--- config.mk ---
export PLATFORM = sky130hd
export DESIGN_NAME = dma_wb_top
export DESIGN_NICKNAME = d
export VERILOG_FILES = /design/src/dma_pkg.sv /design/src/dma_regs.sv /design/src/dma_arbiter.sv /design/src/dma_stream_counter.sv /design/src/dma_xfer_fsm.sv /design/src/dma_wb_top.sv
export SDC_FILE = /design/constraint.sdc
export NUM_CORES = 1
export LEC_CHECK = 0
export BUFFER_PORTS_ARGS = -buffer_cell sky130_fd_sc_hd__buf_4
export CAP_MARGIN = 20
export CORE_MARGIN = 4
export CORE_UTILIZATION = 40
export CTS_BUF_LIST = sky130_fd_sc_hd__clkbuf_4
export DETAILED_ROUTE_END_ITERATION = 8
export PLACE_DENSITY_LB_ADDON = 0.3
export SLEW_MARGIN = 40
export SYNTH_ARGS = -nofsm -noshare
export SYNTH_HDL_FRONTEND = slang
export SYNTH_HIERARCHICAL = 1
export SYNTH_SLANG_ARGS = --single-unit
--- constraint.sdc ---
create_clock -name i_hclk -period 7.7 [get_ports i_hclk]
set_input_delay 0.385 -clock i_hclk [delete_from_list [all_inputs] [get_ports i_hclk]]
set_output_delay 0.385 -clock i_hclk [all_outputs]
set_load 0.01 [all_outputs]
--- src/dma_pkg.sv ---
package dma_pkg;

    localparam int NUM_STREAMS = 4;
    localparam int STREAM_W    = 2;
    localparam int WORD_BYTES  = 4;

    typedef logic [31:0]         addr_t;
    typedef logic [31:0]         data_t;
    typedef logic [15:0]         count_t;
    typedef logic [1:0]          prio_t;
    typedef logic [STREAM_W-1:0] stream_t;

    // offsets inside the 16-byte block that stream n has at n*16
    localparam addr_t REG_CR   = 32'h00;
    localparam addr_t REG_NDTR = 32'h04;
    localparam addr_t REG_SAR  = 32'h08;
    localparam addr_t REG_DAR  = 32'h0C;

    // shared status registers above the stream blocks
    localparam addr_t REG_ISR  = 32'h40;
    localparam addr_t REG_IFCR = 32'h44;

    // field order follows the CR bit layout from en at bit 0 up to prio at 6..5
    typedef struct packed {
        prio_t prio;
        logic  teie;
        logic  tcie;
        logic  dinc;
        logic  sinc;
        logic  en;
    } stream_cfg_t;

    localparam int CFG_W = $bits(stream_cfg_t);

    typedef struct packed {
        logic  cyc;
        logic  stb;
        logic  we;
        addr_t adr;
        data_t dat;
    } wb_req_t;

    typedef struct packed {
        logic  ack;
        logic  err;
        data_t dat;
    } wb_rsp_t;

    typedef enum logic [1:0] {
        XS_IDLE,
        XS_ARB,
        XS_READ,
        XS_WRITE
    } xfer_state_t;

endpackage

--- src/dma_regs.sv ---
`timescale 1ns/1ps

module dma_regs (
    input  logic                                            i_hclk,
    input  logic                                            i_rst_n,
    input  dma_pkg::wb_req_t                                i_wbs_req,
    output dma_pkg::wb_rsp_t                                o_wbs_rsp,
    input  dma_pkg::count_t     [dma_pkg::NUM_STREAMS-1:0]  i_remaining,
    input  logic                [dma_pkg::NUM_STREAMS-1:0]  i_done,
    input  logic                                            i_err,
    input  dma_pkg::stream_t                                i_err_sel,
    output dma_pkg::stream_cfg_t [dma_pkg::NUM_STREAMS-1:0] o_cfg,
    output logic                [dma_pkg::NUM_STREAMS-1:0]  o_load,
    output dma_pkg::count_t     [dma_pkg::NUM_STREAMS-1:0]  o_ndtr,
    output dma_pkg::addr_t      [dma_pkg::NUM_STREAMS-1:0]  o_sar,
    output dma_pkg::addr_t      [dma_pkg::NUM_STREAMS-1:0]  o_dar,
    output logic                [dma_pkg::NUM_STREAMS-1:0]  o_irq
);

    logic                              ack_q;
    dma_pkg::data_t                    rdat_q;
    dma_pkg::data_t                    rd_data;
    logic [2*dma_pkg::NUM_STREAMS-1:0] isr;
    logic                              access;
    logic                              wr_en;
    logic                              in_stream;
    dma_pkg::stream_t                  s;
    dma_pkg::addr_t                    off;

    // the ack cycle itself does not start a second access
    assign access    = i_wbs_req.cyc && i_wbs_req.stb && !ack_q;
    assign wr_en     = access && i_wbs_req.we;
    assign in_stream = i_wbs_req.adr < dma_pkg::REG_ISR;
    assign s         = i_wbs_req.adr[dma_pkg::STREAM_W+3:4];
    assign off       = {28'd0, i_wbs_req.adr[3:0]};

    assign o_wbs_rsp = '{ack: ack_q, err: 1'b0, dat: rdat_q};

    always_comb begin
        rd_data = '0;
        if (in_stream) begin
            case (off)
                dma_pkg::REG_CR:   rd_data = dma_pkg::data_t'(o_cfg[s]);
                // live count rather than the programmed one
                dma_pkg::REG_NDTR: rd_data = dma_pkg::data_t'(i_remaining[s]);
                dma_pkg::REG_SAR:  rd_data = o_sar[s];
                dma_pkg::REG_DAR:  rd_data = o_dar[s];
                default:           rd_data = '0;
            endcase
        end else if (i_wbs_req.adr == dma_pkg::REG_ISR) begin
            rd_data = dma_pkg::data_t'(isr);
        end
    end

    always_ff @(posedge i_hclk or negedge i_rst_n) begin
        if (!i_rst_n) begin
            ack_q <= 1'b0;
        end else begin
            ack_q <= access;
        end
    end

    always_ff @(posedge i_hclk) begin
        if (access) begin
            rdat_q <= rd_data;
        end
        if (wr_en && in_stream) begin
            case (off)
                dma_pkg::REG_NDTR: o_ndtr[s] <= dma_pkg::count_t'(i_wbs_req.dat);
                dma_pkg::REG_SAR:  o_sar[s]  <= i_wbs_req.dat;
                dma_pkg::REG_DAR:  o_dar[s]  <= i_wbs_req.dat;
                default: ;
            endcase
        end
    end

    always_ff @(posedge i_hclk or negedge i_rst_n) begin
        if (!i_rst_n) begin
            o_cfg  <= '0;
            o_load <= '0;
            isr    <= '0;
        end else begin
            o_load <= '0;
            if (wr_en && in_stream && off == dma_pkg::REG_CR) begin
                o_cfg[s]  <= dma_pkg::stream_cfg_t'(i_wbs_req.dat[dma_pkg::CFG_W-1:0]);
                // reload working counters only on a rising enable
                o_load[s] <= i_wbs_req.dat[0] && !o_cfg[s].en;
            end
            if (wr_en && i_wbs_req.adr == dma_pkg::REG_IFCR) begin
                isr <= isr & ~i_wbs_req.dat[2*dma_pkg::NUM_STREAMS-1:0];
            end
            // completion and error win over a software write in the same cycle
            for (int i = 0; i < dma_pkg::NUM_STREAMS; i++) begin
                if (i_done[i]) begin
                    isr[2*i]    <= 1'b1;
                    o_cfg[i].en <= 1'b0;
                end
                if (i_err && i_err_sel == dma_pkg::stream_t'(i)) begin
                    isr[2*i+1]  <= 1'b1;
                    o_cfg[i].en <= 1'b0;
                end
            end
        end
    end

    always_comb begin
        for (int i = 0; i < dma_pkg::NUM_STREAMS; i++) begin
            o_irq[i] = (isr[2*i] && o_cfg[i].tcie) || (isr[2*i+1] && o_cfg[i].teie);
        end
    end

endmodule

--- src/dma_arbiter.sv ---
`timescale 1ns/1ps

module dma_arbiter (
    input  logic                                            i_hclk,
    input  logic                                            i_rst_n,
    input  logic                                            i_req,
    input  dma_pkg::stream_cfg_t [dma_pkg::NUM_STREAMS-1:0] i_cfg,
    input  dma_pkg::count_t     [dma_pkg::NUM_STREAMS-1:0]  i_remaining,
    output logic                                            o_valid,
    output dma_pkg::stream_t                                o_sel
);

    logic             found;
    dma_pkg::stream_t best_sel;
    dma_pkg::prio_t   best_prio;

    always_comb begin
        found     = 1'b0;
        best_sel  = '0;
        best_prio = '0;
        for (int i = 0; i < dma_pkg::NUM_STREAMS; i++) begin
            // strict compare keeps the lower index on a tie
            if (i_cfg[i].en && i_remaining[i] != '0 &&
                (!found || i_cfg[i].prio > best_prio)) begin
                found     = 1'b1;
                best_sel  = dma_pkg::stream_t'(i);
                best_prio = i_cfg[i].prio;
            end
        end
    end

    always_ff @(posedge i_hclk or negedge i_rst_n) begin
        if (!i_rst_n) begin
            o_valid <= 1'b0;
            o_sel   <= '0;
        end else begin
            o_valid <= i_req && found;
            if (i_req && found) begin
                o_sel <= best_sel;
            end
        end
    end

endmodule

--- src/dma_stream_counter.sv ---
`timescale 1ns/1ps

module dma_stream_counter (
    input  logic                                            i_hclk,
    input  logic                                            i_rst_n,
    input  logic                [dma_pkg::NUM_STREAMS-1:0]  i_load,
    input  dma_pkg::count_t     [dma_pkg::NUM_STREAMS-1:0]  i_ndtr,
    input  dma_pkg::addr_t      [dma_pkg::NUM_STREAMS-1:0]  i_sar,
    input  dma_pkg::addr_t      [dma_pkg::NUM_STREAMS-1:0]  i_dar,
    input  dma_pkg::stream_cfg_t [dma_pkg::NUM_STREAMS-1:0] i_cfg,
    input  logic                                            i_step,
    input  dma_pkg::stream_t                                i_step_sel,
    output dma_pkg::count_t     [dma_pkg::NUM_STREAMS-1:0]  o_remaining,
    output dma_pkg::addr_t      [dma_pkg::NUM_STREAMS-1:0]  o_src,
    output dma_pkg::addr_t      [dma_pkg::NUM_STREAMS-1:0]  o_dst,
    output logic                [dma_pkg::NUM_STREAMS-1:0]  o_done
);

    logic [dma_pkg::NUM_STREAMS-1:0] hit;

    always_comb begin
        for (int i = 0; i < dma_pkg::NUM_STREAMS; i++) begin
            hit[i] = i_step && i_step_sel == dma_pkg::stream_t'(i);
        end
    end

    always_ff @(posedge i_hclk or negedge i_rst_n) begin
        if (!i_rst_n) begin
            o_remaining <= '0;
            o_done      <= '0;
        end else begin
            o_done <= '0;
            for (int i = 0; i < dma_pkg::NUM_STREAMS; i++) begin
                if (i_load[i]) begin
                    o_remaining[i] <= i_ndtr[i];
                end else if (hit[i] && o_remaining[i] != '0) begin
                    o_remaining[i] <= o_remaining[i] - 1'b1;
                    o_done[i]      <= o_remaining[i] == dma_pkg::count_t'(1);
                end
            end
        end
    end

    always_ff @(posedge i_hclk) begin
        for (int i = 0; i < dma_pkg::NUM_STREAMS; i++) begin
            if (i_load[i]) begin
                o_src[i] <= i_sar[i];
                o_dst[i] <= i_dar[i];
            end else if (hit[i]) begin
                if (i_cfg[i].sinc) begin
                    o_src[i] <= o_src[i] + dma_pkg::addr_t'(dma_pkg::WORD_BYTES);
                end
                if (i_cfg[i].dinc) begin
                    o_dst[i] <= o_dst[i] + dma_pkg::addr_t'(dma_pkg::WORD_BYTES);
                end
            end
        end
    end

endmodule

--- src/dma_xfer_fsm.sv ---
`timescale 1ns/1ps

module dma_xfer_fsm (
    input  logic                                       i_hclk,
    input  logic                                       i_rst_n,
    input  logic                                       i_grant_valid,
    input  dma_pkg::stream_t                           i_grant_sel,
    input  dma_pkg::addr_t [dma_pkg::NUM_STREAMS-1:0]  i_src,
    input  dma_pkg::addr_t [dma_pkg::NUM_STREAMS-1:0]  i_dst,
    input  dma_pkg::wb_rsp_t                           i_wbm_rsp,
    output logic                                       o_grant_req,
    output dma_pkg::wb_req_t                           o_wbm_req,
    output logic                                       o_step,
    output dma_pkg::stream_t                           o_step_sel,
    output logic                                       o_err,
    output dma_pkg::stream_t                           o_err_sel
);

    dma_pkg::xfer_state_t state;
    dma_pkg::stream_t     sel;

    // wait out the step or error cycle so counts and enables are current
    assign o_grant_req = state == dma_pkg::XS_IDLE && !o_step && !o_err;
    assign o_step_sel  = sel;
    assign o_err_sel   = sel;

    always_ff @(posedge i_hclk or negedge i_rst_n) begin
        if (!i_rst_n) begin
            state     <= dma_pkg::XS_IDLE;
            sel       <= '0;
            o_wbm_req <= '0;
            o_step    <= 1'b0;
            o_err     <= 1'b0;
        end else begin
            o_step <= 1'b0;
            o_err  <= 1'b0;
            case (state)
                dma_pkg::XS_IDLE: begin
                    if (o_grant_req) begin
                        state <= dma_pkg::XS_ARB;
                    end
                end
                dma_pkg::XS_ARB: begin
                    if (i_grant_valid) begin
                        sel           <= i_grant_sel;
                        o_wbm_req.cyc <= 1'b1;
                        o_wbm_req.stb <= 1'b1;
                        o_wbm_req.we  <= 1'b0;
                        o_wbm_req.adr <= i_src[i_grant_sel];
                        state         <= dma_pkg::XS_READ;
                    end else begin
                        state <= dma_pkg::XS_IDLE;
                    end
                end
                dma_pkg::XS_READ: begin
                    if (i_wbm_rsp.err) begin
                        o_wbm_req.cyc <= 1'b0;
                        o_wbm_req.stb <= 1'b0;
                        o_err         <= 1'b1;
                        state         <= dma_pkg::XS_IDLE;
                    end else if (i_wbm_rsp.ack) begin
                        // read word stays in the data field for the write
                        o_wbm_req.cyc <= 1'b0;
                        o_wbm_req.stb <= 1'b0;
                        o_wbm_req.dat <= i_wbm_rsp.dat;
                        state         <= dma_pkg::XS_WRITE;
                    end
                end
                dma_pkg::XS_WRITE: begin
                    // first cycle here is the bus idle cycle between phases
                    if (!o_wbm_req.cyc) begin
                        o_wbm_req.cyc <= 1'b1;
                        o_wbm_req.stb <= 1'b1;
                        o_wbm_req.we  <= 1'b1;
                        o_wbm_req.adr <= i_dst[sel];
                    end else if (i_wbm_rsp.err) begin
                        o_wbm_req.cyc <= 1'b0;
                        o_wbm_req.stb <= 1'b0;
                        o_err         <= 1'b1;
                        state         <= dma_pkg::XS_IDLE;
                    end else if (i_wbm_rsp.ack) begin
                        o_wbm_req.cyc <= 1'b0;
                        o_wbm_req.stb <= 1'b0;
                        o_step        <= 1'b1;
                        state         <= dma_pkg::XS_IDLE;
                    end
                end
                default: state <= dma_pkg::XS_IDLE;
            endcase
        end
    end

endmodule

--- src/dma_wb_top.sv ---
`timescale 1ns/1ps

module dma_wb_top (
    input  logic                            i_hclk,
    input  logic                            i_rst_n,
    input  dma_pkg::wb_req_t                i_wbs_req,
    output dma_pkg::wb_rsp_t                o_wbs_rsp,
    output dma_pkg::wb_req_t                o_wbm_req,
    input  dma_pkg::wb_rsp_t                i_wbm_rsp,
    output logic [dma_pkg::NUM_STREAMS-1:0] o_irq
);

    dma_pkg::stream_cfg_t [dma_pkg::NUM_STREAMS-1:0] cfg;
    logic                 [dma_pkg::NUM_STREAMS-1:0] load;
    logic                 [dma_pkg::NUM_STREAMS-1:0] done;
    dma_pkg::count_t      [dma_pkg::NUM_STREAMS-1:0] ndtr;
    dma_pkg::count_t      [dma_pkg::NUM_STREAMS-1:0] remaining;
    dma_pkg::addr_t       [dma_pkg::NUM_STREAMS-1:0] sar;
    dma_pkg::addr_t       [dma_pkg::NUM_STREAMS-1:0] dar;
    dma_pkg::addr_t       [dma_pkg::NUM_STREAMS-1:0] src;
    dma_pkg::addr_t       [dma_pkg::NUM_STREAMS-1:0] dst;
    logic                                            grant_req;
    logic                                            grant_valid;
    dma_pkg::stream_t                                grant_sel;
    logic                                            step;
    dma_pkg::stream_t                                step_sel;
    logic                                            err;
    dma_pkg::stream_t                                err_sel;

    dma_regs u_regs (
        .i_hclk      (i_hclk),
        .i_rst_n     (i_rst_n),
        .i_wbs_req   (i_wbs_req),
        .o_wbs_rsp   (o_wbs_rsp),
        .i_remaining (remaining),
        .i_done      (done),
        .i_err       (err),
        .i_err_sel   (err_sel),
        .o_cfg       (cfg),
        .o_load      (load),
        .o_ndtr      (ndtr),
        .o_sar       (sar),
        .o_dar       (dar),
        .o_irq       (o_irq)
    );

    dma_arbiter u_arbiter (
        .i_hclk      (i_hclk),
        .i_rst_n     (i_rst_n),
        .i_req       (grant_req),
        .i_cfg       (cfg),
        .i_remaining (remaining),
        .o_valid     (grant_valid),
        .o_sel       (grant_sel)
    );

    dma_stream_counter u_counter (
        .i_hclk      (i_hclk),
        .i_rst_n     (i_rst_n),
        .i_load      (load),
        .i_ndtr      (ndtr),
        .i_sar       (sar),
        .i_dar       (dar),
        .i_cfg       (cfg),
        .i_step      (step),
        .i_step_sel  (step_sel),
        .o_remaining (remaining),
        .o_src       (src),
        .o_dst       (dst),
        .o_done      (done)
    );

    dma_xfer_fsm u_xfer_fsm (
        .i_hclk        (i_hclk),
        .i_rst_n       (i_rst_n),
        .i_grant_valid (grant_valid),
        .i_grant_sel   (grant_sel),
        .i_src         (src),
        .i_dst         (dst),
        .i_wbm_rsp     (i_wbm_rsp),
        .o_grant_req   (grant_req),
        .o_wbm_req     (o_wbm_req),
        .o_step        (step),
        .o_step_sel    (step_sel),
        .o_err         (err),
        .o_err_sel     (err_sel)
    );

endmodule

==> impl_summary.txt, run 1 <==
----------------------------------------------------
[Status]
  Status ... complete, no violations

[Place]
  Cell count after placement ... 4429
  Post-DP HPWL ... roughly 87000 um
  Count of buffers from port buffering ... just over 200
  RePlAce Congestion ... slightly above 0.9
  Setup WS pre-CTS ... approximately 3000 ps
  Cell area reported after detailed placement ... about 43000 sq um

[Routing]
  Routed Wire Length ... between 100000 and 150000 um
  Routed WL per cell ... 26.1 um
  Total number of vias ... 29116
  DR iter-0 viols ... around 3200
  Post-DR vias/cell ... ~6
  Detailed Routing Iterations Pass 1 ... 6
  Number of routed nets with antenna violations ... 0
  Total met3 wirelength after detailed routing ... approximately 12000 um
  Wire length on met2 ... around 60000 um
  Sum of routed wire segments on met1 ... approximately 51000 um
  Remaining DRCs ... 0
  Uppermost layer routed ... met4

[GRT]
  Grt total ovfl ... 0
  Maximum number of pins on one net before global-route repair ... between 80 and 90
  Number of global-route vias before repair ... around 28000
  First-pass GRT wire length ... ~190000 um
  Antenna violations before repair ... 7
  GRT Total Usage ... 24.5%

[Critical path]
  Data required time at the worst endpoint ... a little under 9000 ps
  Crit path DAT ... 5840 ps
  Origin of the worst setup path ... u_counter/o_remaining[13]$_DFFE_PN0P_
  Flop2flop setup slack ... between 2000 and 3000 ps
  Origin of the critical flop-to-flop path ... u_counter/o_remaining[13]$_DFFE_PN0P_
  Register-to-Register Path Depth ... 18
  Crit path capture type ... flip-flop
  Reg-to-Reg End ... u_arbiter/o_sel[0]$_DFFE_PN0P_
  Highest net fanout along the worst path ... 6
  Type of the setup path with the least slack ... flip-flop to flip-flop
  Startpoint Class ... flip-flop

[Die]
  Die extent in y ... around 320 um
  Die footprint ... roughly 100000 sq um
  Standard-cell row count ... ~120
  Starting utilization of the core area ... about 40%
  Width of the die ... between 300 and 400 um
  Num ports ... around 210
  Area of the core ... between 90000 and 100000 sq um

[Logic synthesis]
  Ys Warns ... 6
  Synth async-reset ratio ... a little under a quarter
  Post-synth EDFFs ... just over 600
  Synthesized instance count ... just over 3000
  Part of the Yosys area used for sequential elements ... a little under three fifths
  Primary FF master, synth ... edfxtp_1
  Unique masters post-synth ... 85
  Netlist area before placement ... 39800 sq um
  Syn avg cell area ... 13.1 sq um
  Number of nets produced by synthesis ... 3171
  FF+latch count, synth ... slightly below 800

[Timing]
  Worst Tran Pin Value ... 969 ps
  Post-route setup slack ... approximately 2800 ps
  Time the final worst path needs with I/O delays and setup ... ~4900 ps
  Final-report setup violation count ... 0
  RSZ-0062 raised after global routing ... false
  Post-route fraction of the period consumed by the critical path ... roughly 63%
  Final Hold Fails ... 0
  Number of slew-limit violations in the final report ... 0
  Clock Skew ... 90.4 ps
  Worst-case headroom to the max-slew limit ... about a third
  Post-route setup TNS ... 0 ps
  Min Hold Slack ... around 99 ps
  Highest achievable clock rate ... 206 MHz

[Clock network]
  Number of gates resized after CTS ... 0
  Clock latency on the worst-skew pair ... between 1000 and 1500 ps
  Sink Count ... ~790
  Bufs on Longest Clock Path ... 3
  Clock tree from TritonCTS ... yes
  H-tree levels ... 4
  Number of buffers added by the clock tree synthesis step ... 209
  Post-CTS setup buffers ... 0
  Clock-pin slew of the registers on the worst-case setup and hold paths ... approximately 70 ps
  Cell at the root of the clock tree ... clkbuf_4

[Pwr]
  Final Total Pwr ... 8.65 mW
  Peak supply drop ... 0.126 mV
  Cell leakage power ... 16.0 nW
  Pwr/cell area ... about 180 nW/um^2

[Finish]
  Total Nets Final ... about 3600
  Post-route cell area ... 46800 sq um
  Share of post-route cells with drive strength above 1 ... 24.8%
  Non-Filler Instances ... 4948
  End-of-flow core utilization ... approximately 47%
  Filler cell count ... a little under 9000
  Synth-to-Final Area Change ... 17.7%

[Worst hold path]
  Number of cells on the worst hold path ... 2
  Class of the most critical hold timing path ... input port to flip-flop
  Hold EP ... u_regs/o_sar[124]$_DFFE_PP_
  HP Start ... i_wbs_req[28]

[Flow run]
  Max-cap violations ... 0

----------------------------------------------------
-- worst max-delay path by stage --
| stage | end | slack (ps) |
|---|---|---|
| floorplan | u_regs/o_dar[0]$_DFFE_PP_ | 2700 |
| global placement | u_arbiter/o_sel[0]$_DFFE_PN0P_ | 2930 |
| detailed placement | u_arbiter/o_sel[0]$_DFFE_PN0P_ | 2980 |
| CTS | u_arbiter/o_sel[0]$_DFFE_PN0P_ | 2950 |
| global route | u_arbiter/o_sel[0]$_DFFE_PN0P_ | 2590 |
| finish | u_arbiter/o_sel[0]$_DFFE_PN0P_ | 2850 |
-- worst max-delay path, cell delays in order (launching register included) --
cell and delay [ps]:
dfrtp_1 450, nor4_2 370, a41oi_2 330, and2_4 270, ha_1 270, nand2_1 70, o21ai_0 110, a21boi_2 240
mux2_4 330, ha_1 290, a21oi_1 130, a21oi_1 70, o21ai_0 340, mux2_2 380, ha_1 280, nor2b_1 130
a2bb2oi_1 130, a21bo_2 220, o32a_1 320
-- cell type report --
cell class	instances	area [sq um]	area share (%)
Clock buffer	314	2360	5.04
Antenna cell	14	35.0	0.0749
Tap cell	1287	1610	3.44
Clock inverter	72	380	0.813
Inverter	62	233	0.497
Multi-Input combinational cell	2026	16000	34.2
Sequential cell	793	22900	49.0
Timing Repair Buffer	380	3280	7.02
-- cells in the mapped netlist, types with 10 or more instances --
cell	instances	area [sq um]
nor2_1	90	338
nand4_1	59	369
mux4_1	60	1580
and2_1	26	163
nand2_1	391	1470
buf_1	13	48.8
inv_1	61	229
mux4_2	90	2030
o21ai_0	283	1420
mux2_4	31	465
clkbuf_1	108	405
nor4_2	14	175
nor3_1	82	410
a21oi_1	20	100
buf_2	19	95.1
nand3_1	126	631
nor4_1	61	382
and3_1	43	269
xor2_1	119	1040
ha_1	22	275
mux2_2	117	1320
dfrtp_1	185	4630
and4_1	23	201
xnor2_1	146	1280
nor3b_1	12	90.1
nor2b_1	11	68.8
a21o_1	10	75.1
edfxtp_1	608	18300
a22oi_1	39	293
-- power by group --
group | leakage (nW) | internal, mW | switching, mW
sequential | 7.28 | 4.59 | 0.00449
combinational | 7.13 | 0.127 | 0.168
clock | 1.61 | 1.94 | 1.83
-- cells in the final DEF, fill, tap and decap left out, types with 60 or more instances in the layout --
| cell | instances |
|---|---|
| nor3_1 | 71 |
| clkbuf_4 | 314 |
| dlygate4sd3_1 | 117 |
| mux2_2 | 117 |
| nand3_1 | 126 |
| xnor2_1 | 146 |
| buf_4 | 252 |
| inv_1 | 61 |
| nor2_1 | 89 |
| o21ai_0 | 283 |
| nand2_1 | 391 |
| xor2_1 | 119 |
| dfrtp_1 | 178 |
| mux4_2 | 90 |
| edfxtp_1 | 608 |
| mux4_1 | 60 |
-- cells by family (layout without fill, tap and decap cells) --
group | count (synthesis) | after routing | share of synthesized area (%)
and+or+nand+nor | 1012 | 1012 | 13.2
DFF | 793 | 793 | 57.6
AOI/OAI and AO/OA | 418 | 418 | 6.16
muxes | 308 | 308 | 13.8
xor gates and xnor gates | 265 | 265 | 5.84
buffers and inverters | 227 | 828 | 2.70
adders and majority gates | 22 | 22 | 0.692
other | 1 | 15 | 0.00943
-- metal layers --
metal | track usage, % | vias up
met5 | 0 | -
met4 | 11.5 | 0
met3 | 5.70 | 275
met2 | 38.6 | 1635
met1 | 32.2 | 14578
li1 | - | 12628
-- flip-flops by register name, summed over array words and instances (netlist names) --
name                   cells
u_counter/o_src          128
u_counter/o_done           4
u_xfer_fsm/state           2
u_xfer_fsm/o_step          1
u_regs/o_sar             128
u_xfer_fsm/o_err           1
u_regs/o_load              4
u_xfer_fsm/o_err_sel       2
u_arbiter/o_valid          1
u_arbiter/o_sel            2
u_regs/o_dar             128
u_counter/o_dst          128
u_regs/ack_q               1
u_xfer_fsm/o_wbm_req      67
u_regs/o_cfg              28
u_regs/isr                 8
u_regs/o_ndtr             64
u_regs/rdat_q             32
u_counter/o_remaining     64
-- repair_timing --
action                                  in CTS  in global routing
hold buffers                               118                  0
endpoints found under the hold margin      534                  0
endpoints found under the setup margin       0                  0
Power figures use the tool's default switching activity.
==> run 2: changes to the inputs <==
==> constraint.sdc (replaced) <==
create_clock -name i_hclk -period 5 [get_ports i_hclk]
set_input_delay 0.25 -clock i_hclk [delete_from_list [all_inputs] [get_ports i_hclk]]
set_output_delay 0.25 -clock i_hclk [all_outputs]
set_load 0.01 [all_outputs]
==> run 2 against run 1 <==
Compared with the run above: design area up 2.0%; clock-buffer cell count up 9; largest cell class unchanged; core utilization up 0.94 points; clock skew down 7.5 ps; hold slack better by 3.2 ps; power up 55%; worst setup slack worse by 2600 ps; critical path type unchanged; clock power up 56%; critical endpoint unchanged; sequential share of layout area down 0.94 points; critical path depth unchanged; register-to-register slack worse by 2600 ps; flip-flop and latch count unchanged.
==> impl_summary.txt, run 2 (synthesized netlist as in run 1, its figures left out) <==
----------------------------------------------------
[Finish]
  Area taken by flip-flops and latches ... around 23000 sq um
  Share of post-route cells with drive strength above 1 ... approximately 25%
  Leading cell types in the layout, fill and taps excluded ... edfxtp_1, nand2_1, clkbuf_4, o21ai_0, buf_4
  Commonest non-fill, non-tap cell in the layout ... edfxtp_1
  Total Nets Final ... 3685
  Combined area of the multi-input logic cells ... roughly 16000 sq um
  Filler cell count ... roughly 8700
  Synth-to-Final Area Change ... 20.0%

[Critical path]
  Startpoint Class ... flip-flop
  Crit path capture type ... flip-flop
  Crit path DAT ... 5710 ps
  Type of the setup path with the least slack ... flip-flop to flip-flop
  Data required time at the worst endpoint ... 5990 ps
  Origin of the worst setup path ... u_counter/o_remaining[13]$_DFFE_PN0P_
  Origin of the critical flop-to-flop path ... u_counter/o_remaining[13]$_DFFE_PN0P_
  Register-to-Register Path Depth ... 18
  Highest net fanout along the worst path ... 5

[Clock network]
  Cell at the root of the clock tree ... clkbuf_4
  Clock tree from TritonCTS ... yes
  Bufs on Longest Clock Path ... 3
  Sink Count ... around 790
  Clock-pin slew of the registers on the worst-case setup and hold paths ... roughly 70 ps
  Clock latency on the worst-skew pair ... between 1000 and 1500 ps
  Number of buffers added by the clock tree synthesis step ... around 210
  H-tree levels ... 4

[Timing]
  Highest achievable clock rate ... ~210 MHz
  Final-report setup violation count ... 0
  Time the final worst path needs with I/O delays and setup ... 4720 ps
  Min Hold Slack ... approximately 100 ps
  Post-route setup TNS ... 0 ps
  Post-route fraction of the period consumed by the critical path ... 94.4%
  Worst Tran Pin Value ... between 800 and 900 ps
  Clock Skew ... between 80 and 90 ps
  Worst-case headroom to the max-slew limit ... a little over two fifths
  Final Hold Fails ... 0
  RSZ-0062 raised after global routing ... false
  Number of slew-limit violations in the final report ... 0

[Worst hold path]
  Number of cells on the worst hold path ... 5
  Class of the most critical hold timing path ... input port to flip-flop
  HP Start ... i_wbm_rsp[33]

[Place]
  Count of buffers from port buffering ... approximately 210
  RePlAce Congestion ... 0.922
  Post-DP HPWL ... between 80000 and 90000 um

[Flow run]
  Max-cap violations ... 0

[GRT]
  Maximum number of pins on one net before global-route repair ... around 130
  First-pass GRT wire length ... 192000 um
  Grt total ovfl ... 0
  Antenna violations before repair ... 8
  GRT Total Usage ... around 25%
  Number of global-route vias before repair ... approximately 29000

[Die]
  Die footprint ... 105000 sq um
  Die extent in y ... about 320 um
  Width of the die ... 323 um
  Standard-cell row count ... ~120
  Starting utilization of the core area ... roughly two fifths
  Area of the core ... roughly 99000 sq um
  Num ports ... 208

[Routing]
  Remaining DRCs ... 0
  Detailed Routing Iterations Pass 1 ... 6
  Post-DR vias/cell ... approximately 5.8
  DR iter-0 viols ... 3138
  Routed Wire Length ... roughly 130000 um
  Number of routed nets with antenna violations ... 0
  Total number of vias ... 29358
  Routed WL per cell ... 26.4 um

[Pwr]
  Peak supply drop ... roughly 0.18 mV
  Cell leakage power ... between 15 and 20 nW
  Pwr/cell area ... 281 nW/um^2

[Status]
  Status ... complete, no violations

----------------------------------------------------
==> run 2: metrics by stage <==
step | setup slack [ps] | cell area [sq um] | util, % | power, mW | cells
global route | 16.3 | 47700 | 48.4 | 13.9 | 5036
finish | 282 | 47700 | 48.4 | 13.4 | 5045
floorplan | 1.33 | 39800 | - | 7.34 | 3046
detailed placement | 194 | 42800 | 43.4 | 7.59 | 4432
global placement | 195 | 42700 | 43.3 | 7.58 | 4424
CTS | 164 | 47600 | 48.3 | 13.5 | 5026
==> run 2: worst paths after layout <==
check | slack [ps] | end
min in group asynchronous | 390 | u_xfer_fsm/o_wbm_req[63]$_DFFE_PN0P_
hold / removal | 100 | u_xfer_fsm/state[0]$_DFFE_PN0P_
setup / recovery | 280 | u_arbiter/o_sel[0]$_DFFE_PN0P_
max in group asynchronous | 3970 | u_xfer_fsm/o_wbm_req[25]$_DFFE_PN0P_
hold reg to reg | 400 | u_counter/o_remaining[46]$_DFFE_PN0P_
setup reg to reg | 280 | u_arbiter/o_sel[0]$_DFFE_PN0P_
==> run 2: layer usage <==
layer	part of all wire (%)	track usage, %
met5	0.020	0
met4	4.2	11.2
met3	8.9	5.32
met2	47	40.2
met1	40	33.2
==> run 2: power by group <==
| group | switching [mW] | total (mW) | internal (mW) |
|---|---|---|---|
| sequential | 0.00535 | 7.07 | 7.07 |
| clock | 2.88 | 5.85 | 2.98 |
| combinational | 0.281 | 0.503 | 0.222 |
==> run 2: cell type report <==
type | instances | share of cell area [%]
diodes | 17 | 0.0892
clock buffers | 323 | 5.08
clock inverters | 69 | 0.732
inverters | 62 | 0.488
multi-input cells | 2026 | 33.5
flip-flops and latches | 793 | 48.0
well taps | 1287 | 3.37
repair buffers | 468 | 8.68
==> run 2: critical path, stage by stage, from the launching register on <==
cell       delay, ps
dfrtp_1          440
nor4_2           410
a41oi_2          270
and2_4           240
ha_1             270
nand2_1           70
o21ai_0          100
a21boi_2         240
mux2_4           330
ha_1             290
a21oi_1          130
a21oi_1           60
o21ai_1          250
mux2_2           380
ha_1             290
nor2b_1          140
a2bb2oi_1        140
a21bo_2          220
o32a_1           330
==> run 2: repair_timing <==
action                                  4_1_cts  5_1_grt
endpoints found under the setup margin        0        2
endpoints found under the hold margin       693        0
buffers inserted                              0        2
gates resized for setup                       0        1
hold buffers                                202        0
